`src/common/bus_defines.svh`:
```
// Serial bus widths and memory depth, included by the package and by RTL that sizes vectors
`ifndef BUS_DEFINES_SVH
`define BUS_DEFINES_SVH

// Field widths of one serial transfer
// Both lines are sampled in parallel starting one edge after acceptance
// The address field is the longer one and sets the transfer length

// Address bits per transfer, least significant bit first
`define BUS_ADDR_WIDTH 12

// Data bits per transfer, least significant bit first
`define BUS_DATA_WIDTH 8

// Storage of the slave

// One word per address, the full address space is populated
`define BUS_MEM_DEPTH 4096

`endif

```
`src/common/bus_pkg.sv`:
```
// Shared types of the serial bus slave, taken by wildcard import in modules and testbench
`include "bus_defines.svh"

package bus_pkg;

	// Address and data words as they appear after deserialization
	typedef logic [`BUS_ADDR_WIDTH-1:0] addr_t;
	typedef logic [`BUS_DATA_WIDTH-1:0] data_t;

	// Bit position counter, wide enough for the longer serial field
	typedef logic [3:0] bit_count_t;

	// Input port sequence
	typedef enum logic [1:0] {
		RX_IDLE  = 2'd0, // Waiting for master_valid with ready high
		RX_SHIFT = 2'd1, // Sampling address and data lines
		RX_DONE  = 2'd2, // All bits in, command strobe to memory
		RX_HOLD  = 2'd3  // Memory cycle, ready still low
	} rx_state_t;

	// Output port sequence
	typedef enum logic {
		TX_IDLE  = 1'b0,
		TX_SHIFT = 1'b1  // slave_valid high, one bit per cycle
	} tx_state_t;

endpackage

```
`src/slave_port/slave_out_port.sv`:
```
// Result stage of the serial bus slave, shifts a read word out on tx_data under slave_valid
`timescale 1ns/1ps
`include "bus_defines.svh"

module slave_out_port
	import bus_pkg::*;
(
	input  logic  clk,
	input  logic  reset,
	input  logic  rd_valid,
	input  data_t rd_word,
	output logic  slave_valid,
	output logic  tx_data,
	output logic  tx_busy
);

	tx_state_t  state;
	tx_state_t  next_state;
	bit_count_t bit_count;
	logic       last_bit;
	data_t      shift_reg;

	assign last_bit = (bit_count == bit_count_t'(`BUS_DATA_WIDTH - 1));

	always_comb
	begin
		next_state = state;
		case (state)
			TX_IDLE:
			begin
				if (rd_valid)
					next_state = TX_SHIFT; // Word arrives from memory
			end
			TX_SHIFT:
			begin
				if (last_bit)
					next_state = TX_IDLE;
			end
			default:
				next_state = TX_IDLE;
		endcase
	end

	always_ff @(posedge clk or posedge reset)
	begin
		if (reset)
			state <= TX_IDLE;
		else
			state <= next_state;
	end

	always_ff @(posedge clk or posedge reset)
	begin
		if (reset)
			bit_count <= '0;
		else if (state == TX_SHIFT)
			bit_count <= bit_count + 1'b1;
		else
			bit_count <= '0;
	end

	// Load on the memory pulse, then move one bit down per cycle
	always_ff @(posedge clk)
	begin
		if (state == TX_IDLE && rd_valid)
			shift_reg <= rd_word;
		else if (state == TX_SHIFT)
			shift_reg <= {1'b0, shift_reg[`BUS_DATA_WIDTH-1:1]};
	end

	assign slave_valid = (state == TX_SHIFT);
	assign tx_data     = slave_valid && shift_reg[0]; // Low outside the valid window
	assign tx_busy     = slave_valid; // Keeps the decode stage from accepting

endmodule

```
`config.mk`:
```
export PLATFORM = sky130hd
export DESIGN_NAME = slave_out_port
export DESIGN_NICKNAME = d
export VERILOG_FILES = /design/src/common/bus_pkg.sv /design/src/slave_port/slave_out_port.sv
export VERILOG_INCLUDE_DIRS = /design/src /design/src/common
export SDC_FILE = /design/constraint.sdc
export NUM_CORES = 1
export LEC_CHECK = 0
export BUFFER_PORTS_ARGS = -buffer_cell sky130_fd_sc_hd__buf_4
export CAP_MARGIN = 25
export CORE_AREA = 2 2 39 41
export CTS_CLUSTER_SIZE = 12
export DETAILED_ROUTE_END_ITERATION = 8
export DIE_AREA = 0 0 41 43
export GPL_TIMING_DRIVEN = 0
export PLACE_DENSITY = 0.8
export SYNTH_ARGS = -nofsm -noshare
export SYNTH_HDL_FRONTEND = slang
export SYNTH_SLANG_ARGS = --single-unit
```
`constraint.sdc`:
```
create_clock -name clk -period 1.8 [get_ports clk]
set_clock_uncertainty 0.2 [all_clocks]
set_input_delay 0.36 -clock clk [delete_from_list [all_inputs] [get_ports clk]]
set_output_delay 0.36 -clock clk [all_outputs]
set_load 0.01 [all_outputs]
```
==> impl_metrics.json <==
{
  "io_buffers": 13,
  "final_area_sq_um": 756,
  "worst_path_max_delay_cell": "dfrtp_1",
  "final_core_util": 0.546,
  "num-fill-cells": 126,
  "via_count": 333,
  "crit_family": "flip-flops",
  "crit_path_start": "slave_valid",
  "ios": 14,
  "start_kind": "flop",
  "core_sq_um": 1380,
  "ys_ff_latch": 13,
  "slowest_delay_ns": 0.49,
  "hold_start": "rd_word[7]",
  "n_antenna_cell": 0,
  "end_kind": "output port",
  "grt_max_degree": 12,
  "synth_nets": 50,
  "period_minus_slack_ns": 1.63,
  "timing.rr.end": "shift_reg[0]",
  "gp_congestion": 0.626,
  "path_cells": "and2_1 > buf_4",
  "grt_remaining_overflow": 0,
  "dp_hpwl_um": 611,
  "relSlewSlack": 0.803,
  "ant_nets": 0,
  "fin_crit_sh": 0.906,
  "drv_slew": 0,
  "firstDrtPassIters": 3,
  "r2r_cells": 3,
  "drc": 0,
  "required_ns": 1.24,
  "htree_levels": 1,
  "fp.dieW_um": 41,
  "post_cts_buffers": 0,
  "vdd_drop_max_uv": 496,
  "ys_types": 17,
  "first_global_vias": 326,
  "grt_usage": 0.113,
  "grt_pass1_wl_um": 1320,
  "routed_wl_um": 817,
  "cap_violations": 0,
  "yosys_warnings": 0,
  "whs_endpoint": "shift_reg[7]",
  "total_leakage_power_nw": 0.346,
  "powerDensity_nw_per_um2": 1510,
  "finalSetupViolations": 0,
  "dp.cells": 67,
  "numCtsBuffers": 3,
  "antenna_found_initial": 0,
  "setup_tns_ns": 0,
  "cts_sinks": 13,
  "fin_cells": 72,
  "syn_avg_cell_area_sq_um": 15.8,
  "largest_register_ffs": 8,
  "nets": 69,
  "path_class": "reg2out",
  "tritoncts": "yes",
  "drive_above_1_share": 0.482,
  "min_path_cells": 2,
  "crit_arrival_ns": 1.07,
  "clock_path_buffers": 2,
  "crit_buf_inv": 1,
  "syn2layout_area_growth_pct": 25.6,
  "status": "completed",
  "max_freq_ghz": 0.613,
  "cts_root_buf": "clkbuf_4",
  "seq_area_frac_synth": 0.607,
  "rrSetupSlack_ns": 0.25,
  "hold_violations": 0,
  "rows": 14,
  "syn_inst": 38,
  "setup_ws_ns": 0.169,
  "synth.cell_area_sq_um": 602,
  "rr_startpoint": "slave_valid",
  "critPathMaxFanout": 11,
  "initial_core_util": 0.435,
  "wire_per_inst_um": 11.3,
  "worst_pin_slew_ns": 0.295,
  "hold_path.class": "in2reg",
  "via_per_inst": 4.63,
  "dpl_cell_area_sq_um": 719,
  "die_area_sq_um": 1760,
  "rsz0062_at_grt": "no",
  "clkLatencyLatePin_ns": 0.27,
  "post-place-ws_ns": 0.242,
  "die-height_um": 43,
  "drt_iter0_markers": 3,
  "cts.reportedPaths.clkPinSlew_ns": 0.08
}
[worst max-delay path by stage]
stage	endpoint	slack (ns)	cells after the start
global placement	shift_reg[2]	0.26	3
detailed placement	shift_reg[5]	0.24	3
global route	tx_data	0.08	2
floorplan	shift_reg[0]	0.30	3
CTS	tx_data	0.14	2
finish	tx_data	0.17	2
[metal layers]
layer,routed length (um),GRT usage
met5,0,0
met4,0,0.0800
met3,38,0.0157
met1,379,0.156
met2,399,0.156
[cell families after synthesis]
group	synth area share
DFF	0.607
and+or+nand+nor	0.129
muxes	0.191
buffers and inverters	0.0374
xor gates and xnor gates	0.0146
adders and majority gates	0.0208
[placed cells by master (no fill, tap or decap)]
cell / instances
and2_1: 5
buf_4: 14
buf_6: 1
clkbuf_1: 1
clkbuf_4: 3
dfrtp_1: 5
dlygate4sd3_1: 1
edfxtp_1: 8
ha_1: 1
inv_1: 1
mux2_4: 7
mux2i_1: 1
nand2_1: 1
nand3_1: 1
nand4b_1: 1
nor2b_1: 1
nor2b_2: 1
or2_2: 1
or2b_1: 1
xor2_1: 1
[worst reg2reg max path: cells and delay by family (launching register included)]
kind | cells | cell delay (ns)
mux | 1 | 0.30
flops | 1 | 0.49
simple gates | 1 | 0.16
buf+inv | 1 | 0.16
[cells in the mapped netlist]
library cell  instances  share of area
and2_1                5          0.052
buf_4                 1          0.012
buf_6                 1          0.019
dfrtp_1               5           0.21
edfxtp_1              8           0.40
ha_1                  1          0.021
inv_1                 1         0.0062
mux2_4                7           0.17
mux2i_1               1          0.017
nand2_1               1         0.0062
nand3_1               1         0.0083
nand4b_1              1          0.015
nor2b_1               1          0.010
nor2b_2               1          0.015
or2_2                 1          0.010
or2b_1                1          0.012
xor2_1                1          0.015
[per-stage QoR]
stage	hold WS, ns	power (mW)
after floorplan	-0.0615	0.859
after global placement	0.0705	0.963
after detailed placement	0.0732	0.984
after CTS	0.161	1.16
after global routing	0.170	1.23
final	0.167	1.14
[layout make-up]
cell class	count	area, sq um	share of cell area
sequential	13	365	0.483
multi-input combinational	22	214	0.283
timing repair buffer	14	108	0.142
clock buffer	4	26.3	0.0348
tap	16	20.0	0.0265
buffer	2	18.8	0.0248
inverter	1	3.75	0.00497
[report_power, final]
part / leakage (nW) / internal (mW) / switching (mW)
logic: 0.181 / 0.274 / 0.139
clock network: 0.0150 / 0.0857 / 0.0877
registers: 0.150 / 0.480 / 0.0775
[what timing repair did]
action,CTS,global route
gates resized for setup,0,0
endpoints found under the hold margin,5,0
hold buffers,1,0
No activity file was read; power rests on OpenSTA's default activity.
