### src/common/bus_defines.svh
// Serial bus widths and memory depth, included by the package and by RTL that sizes vectors
`ifndef BUS_DEFINES_SVH
`define BUS_DEFINES_SVH

// Field widths of one serial transfer
// Both lines are sampled in parallel starting one edge after acceptance
// The address field is the longer one and sets the transfer length

// Address bits per transfer, least significant bit first
`define BUS_ADDR_WIDTH 12

// Data bits per transfer, least significant bit first
`define BUS_DATA_WIDTH 8

// Storage of the slave

// One word per address, the full address space is populated
`define BUS_MEM_DEPTH 4096

`endif

### src/common/bus_pkg.sv
// Shared types of the serial bus slave, taken by wildcard import in modules and testbench
`include "bus_defines.svh"

package bus_pkg;

	// Address and data words as they appear after deserialization
	typedef logic [`BUS_ADDR_WIDTH-1:0] addr_t;
	typedef logic [`BUS_DATA_WIDTH-1:0] data_t;

	// Bit position counter, wide enough for the longer serial field
	typedef logic [3:0] bit_count_t;

	// Input port sequence
	typedef enum logic [1:0] {
		RX_IDLE  = 2'd0, // Waiting for master_valid with ready high
		RX_SHIFT = 2'd1, // Sampling address and data lines
		RX_DONE  = 2'd2, // All bits in, command strobe to memory
		RX_HOLD  = 2'd3  // Memory cycle, ready still low
	} rx_state_t;

	// Output port sequence
	typedef enum logic {
		TX_IDLE  = 1'b0,
		TX_SHIFT = 1'b1  // slave_valid high, one bit per cycle
	} tx_state_t;

endpackage

### src/slave_port/slave_in_port.sv
// Decode stage of the serial bus slave, accepts a transfer and shifts in address and data
`timescale 1ns/1ps
`include "bus_defines.svh"

module slave_in_port
	import bus_pkg::*;
(
	input  logic  clk,
	input  logic  reset,
	input  logic  master_valid,
	input  logic  read_en,
	input  logic  write_en,
	input  logic  rx_address,
	input  logic  rx_data,
	input  logic  tx_busy,
	output logic  slave_ready,
	output logic  rx_done,
	output logic  wr_cmd,
	output logic  rd_cmd,
	output addr_t address,
	output data_t data
);

	rx_state_t  state;
	rx_state_t  next_state;
	bit_count_t bit_count;
	logic       accept;
	logic       last_bit;
	logic       data_phase;
	logic       wr_latched;
	logic       rd_latched;

	// Ready only when idle and the result stage is not still sending
	assign slave_ready = (state == RX_IDLE) && !tx_busy;
	assign accept      = master_valid && slave_ready;

	// Address field is the longest, it ends the shift phase
	assign last_bit   = (bit_count == bit_count_t'(`BUS_ADDR_WIDTH - 1));
	assign data_phase = (bit_count < bit_count_t'(`BUS_DATA_WIDTH));

	always_comb
	begin
		next_state = state;
		case (state)
			RX_IDLE:
			begin
				if (accept)
					next_state = RX_SHIFT;
			end
			RX_SHIFT:
			begin
				if (last_bit)
					next_state = RX_DONE; // Last address bit taken on this edge
			end
			RX_DONE:
				next_state = RX_HOLD;
			RX_HOLD:
				next_state = RX_IDLE; // Memory has acted by now
			default:
				next_state = RX_IDLE;
		endcase
	end

	always_ff @(posedge clk or posedge reset)
	begin
		if (reset)
			state <= RX_IDLE;
		else
			state <= next_state;
	end

	// Counts sampled bits, cleared whenever not shifting
	always_ff @(posedge clk or posedge reset)
	begin
		if (reset)
			bit_count <= '0;
		else if (state == RX_SHIFT)
			bit_count <= bit_count + 1'b1;
		else
			bit_count <= '0;
	end

	// Command is captured on the accepting edge, write has priority
	always_ff @(posedge clk or posedge reset)
	begin
		if (reset)
		begin
			wr_latched <= 1'b0;
			rd_latched <= 1'b0;
		end
		else if (accept)
		begin
			wr_latched <= write_en;
			rd_latched <= read_en && !write_en;
		end
	end

	// Both lines shift in from the top so the first bit ends up at bit 0
	always_ff @(posedge clk)
	begin
		if (state == RX_SHIFT)
		begin
			address <= {rx_address, address[`BUS_ADDR_WIDTH-1:1]};
			if (data_phase)
				data <= {rx_data, data[`BUS_DATA_WIDTH-1:1]};
		end
	end

	// One cycle strobes to the execute stage
	assign rx_done = (state == RX_DONE);
	assign wr_cmd  = rx_done && wr_latched;
	assign rd_cmd  = rx_done && rd_latched; // Neither set means bits are dropped

endmodule

### config.mk
export PLATFORM = sky130hd
export DESIGN_NAME = slave_in_port
export DESIGN_NICKNAME = d
export VERILOG_FILES = /design/src/common/bus_pkg.sv /design/src/slave_port/slave_in_port.sv
export VERILOG_INCLUDE_DIRS = /design/src /design/src/common
export SDC_FILE = /design/constraint.sdc
export NUM_CORES = 1
export LEC_CHECK = 0
export ABC_AREA = 1
export BUFFER_PORTS_ARGS = -buffer_cell sky130_fd_sc_hd__buf_4
export CAP_MARGIN = 15
export CELL_PAD_IN_SITES_DETAIL_PLACEMENT = 2
export CELL_PAD_IN_SITES_GLOBAL_PLACEMENT = 2
export CORE_MARGIN = 2
export CORE_UTILIZATION = 34
export CTS_BUF_LIST = sky130_fd_sc_hd__clkbuf_8
export DETAILED_ROUTE_END_ITERATION = 12
export GPL_TIMING_DRIVEN = 0
export PLACE_DENSITY = 0.9
export SETUP_SLACK_MARGIN = 0.1
export SLEW_MARGIN = 20
export SYNTH_ARGS = -nofsm -noshare
export SYNTH_HDL_FRONTEND = slang
export SYNTH_SLANG_ARGS = --single-unit
### constraint.sdc
create_clock -name clk -period 2.25 [get_ports clk]
set_input_delay 0.1125 -clock clk [delete_from_list [all_inputs] [get_ports clk]]
set_output_delay 0.1125 -clock clk [all_outputs]
set_load 0.005 [all_outputs]
==> run summary <==
The run finished with clean final reports. For this run, the slowest stage of the critical path takes 420 ps. Across every metal layer, demand over resource in global routing totals 13.8%. STA puts the critical path data required time at 2180 ps. At the later pin of the worst-skew pair, clock insertion delay measures 280 ps. After detailed routing, the average wire length per cell comes to 16.0 um.

Summed over all layers, the routed wires come to 2280 um. IR analysis of the VDD net gives a maximum drop of 606 uV. The tools report the leakage power summed over all cells as 0.640 nW. The tools report the final hold violation count as 0.

On the final layout, the worst clock skew is 10.4 ps. The number of antenna violations at the first check in global routing came out at 0. TritonCTS built the clock tree. The number of port buffers was 31.

The average via count per standard cell came out at 4.71. For the number of H-tree levels, the log shows 1. Once detail routing completed, the nets flagged for antenna violations numbered 0.

The run gives 1.78 mW as the final total power. The pre-antenna-repair detailed-routing pass consisted of 3 iterations. From bottom edge to top edge, the die measures 59.8 um. The core region is 3000 um^2.

Entering global routing, the biggest net connects 16 pins. Across the run, the number of max-cap violations was 0. At the placement stage, the worst setup path has a slack of -70.6 ps.

The maximum clock path buffer count is 2. After clock tree synthesis, the clock-pin slew on the worst setup and hold paths is 90 ps. The total of warnings raised by yosys was 0; the synthesis-to-finish area growth was 31.6%.

The worst setup path is captured at a register. The logs give 137 for the total instance count after detailed placement and 28 for the clock sink count. The run gives 727 as the via count of the first global-routing pass.

Derived from the worst setup path, the maximum achievable clock frequency is 544 MHz. After the flow finishes, the layout carries non-filler instances totaling 142. Cells with a size suffix above 1 make up 38.5% of the layout. The critical path arrival came out at 1770 ps.

For this design, the slowest cell found on the critical path is ha_2. The type of the worst min-delay path was in2reg. Each instance of the synthesized netlist takes up on average 14.5 um^2. The peak fanout along the critical path was 15; the number of setup buffers added after CTS was 0. Subtracting the final worst setup slack from the clock period gives 1840 ps. For the violation count after the first detailed-route iteration, the log shows 9. The synthesized net count is 86. The logs give 73 for the number of cells produced by synthesis and 71.7% for the worst slew slack as a fraction of its limit.

The run gives 3500 um as the first-pass GRT wire length. The sequential cell area fraction in the yosys report is 75.7%, and the count of different cell masters after synthesis is 15. Setup repair after global routing left no endpoint under its margin.

The cell area that synthesis handed to floorplanning was 1060 um^2. In the final design database the tool counted 123 nets. For this run, design rule violations remaining after detail routing come to 0. In this run the clock root is driven by a clkbuf_8.

Detailed placement finished with a half-perimeter wire length of 1840 um. Setup violations remaining at the end of the flow were counted as 0. Counting flops and latches in the post-synthesis netlist gives 28.

The run gives 32 as the count of pins on the block boundary. Power density over the cells: 1280 nW/um^2. For the pin with the worst max-slew slack, the measured transition is 424 ps.

The classification of the worst setup path was reg2reg. The number of rows in the core area was 20; the number of vias in the routed layout was 669. The worst path uses 81.8% of the clock period. The signal on the critical path passes through inv_1, ha_2, inv_1, nor2_2.

Setup slack closes at 411 ps. Measured along the x axis, the die boundary spans 59.8 um. The initial core utilization is 35.2%.

STA classifies the critical path startpoint as a register. At the end of routability-driven placement, the weighted congestion stood at 0.618. The floorplan step defined a die boundary enclosing 3580 um^2. The max-slew violation total from the final report is 0, and the CTS buffer count is 3. Adding up every negative setup slack in the final design gives 0 ps. By instance count, the cell type seen most on the critical path is inv_1. The antenna diode count was 0; the remaining global-route overflow was 0.
[cells by family (layout without fill, tap and decap cells)]
family	Yosys count	after routing	synth area share (%)
simple gates	26	26	12.4
fa+ha+maj	5	5	5.91
xor+xnor	1	1	0.828
flops	28	28	75.7
compound gates	2	2	1.30
buf+inv	11	47	3.90
[power by group]
group          switching [mW]  leakage [nW]  internal, mW  total [mW]
sequential              0.104         0.291         0.807       0.911
combinational           0.319         0.322         0.280       0.600
clock                   0.144        0.0269         0.122       0.266
[cells in the mapped netlist (all sizes together)]
| cell type | number | share of area, % |
|---|---|---|
| edfxtp | 20 | 57 |
| nand2 | 14 | 5.7 |
| inv | 11 | 3.9 |
| dfrtp | 8 | 19 |
| nor2 | 6 | 3.5 |
| ha | 5 | 5.9 |
| nand3 | 4 | 1.9 |
| a21oi | 1 | 0.47 |
| nor3b | 1 | 0.71 |
| o21ai | 1 | 0.83 |
| or2 | 1 | 0.59 |
| xor2 | 1 | 0.83 |
[worst max-delay path, delay by kind of cell, from the launching register on]
kind | cells | cell delay (ps)
AND/OR/NAND/NOR | 1 | 370
buffers and inverters | 2 | 290
adder cells (fa/ha/maj) | 1 | 420
flip-flops | 1 | 410
[layer usage]
metal	global-route usage, %	part of all wire [%]
met2	25.2	57
met5	0	0
met4	5.71	1.4
met3	4.76	3.7
met1	14.3	38
[area by class of cell]
| type | instances | area [um^2] |
|---|---|---|
| clock buffer | 3 | 41.3 |
| fill | 303 | 1610 |
| clock inverter | 1 | 3.75 |
| inverter | 11 | 41.3 |
| sequential | 28 | 801 |
| timing repair buffer | 32 | 243 |
| tap | 33 | 41.3 |
| multi-input combinational | 34 | 221 |
[state kept, by name, indices dropped and copies added, names as in the netlist]
name	cells
state	2
wr_latched	1
data	8
bit_count	4
address	12
rd_latched	1
[through the flow]
step	instance area, um^2	hold WS (ps)	utilization, %
after global placement	1330	85.2	44.4
after floorplan	1060	-71.8	-
final	1390	17.4	46.4
after global routing	1390	0.972	46.4
after detailed placement	1330	92.7	44.4
after CTS	1390	8.74	46.3
[worst paths after layout]
| path | startpoint | slack [ps] | depth (start not counted) | end |
|---|---|---|---|---|
| max in group asynchronous | reset | 1660 | 3 | bit_count[1] |
| worst min-delay path | rx_data | 20 | 1 | data[7] |
| worst max-delay path | state[1] | 410 | 4 | data[5] |
| worst min register to register | address[7] | 460 | 0 | address[6] |
| worst max register to register | state[1] | 410 | 4 | data[5] |
| min in group asynchronous | reset | 340 | 3 | state[1] |
[cell usage in the layout (no fill, tap or decap)]
master         instances
buf_4                 31
edfxtp_1              20
nand2_1               13
inv_1                 11
dfrtp_1                8
nand3_1                4
ha_1                   4
nor2_1                 3
clkbuf_8               3
nor2_4                 2
inv_2                  1
nand2_4                1
a21oi_1                1
o21ai_2                1
nor3b_1                1
nor2_2                 1
xor2_1                 1
or2_2                  1
ha_2                   1
dlygate4sd3_1          1
[timing repair]
action                     in CTS  in global routing
hold buffers                    1                  0
setup endpoints to repair       8                  8
hold endpoints to repair        8                  0
resized for setup               1                  1
(Power assumes the default switching activity.)
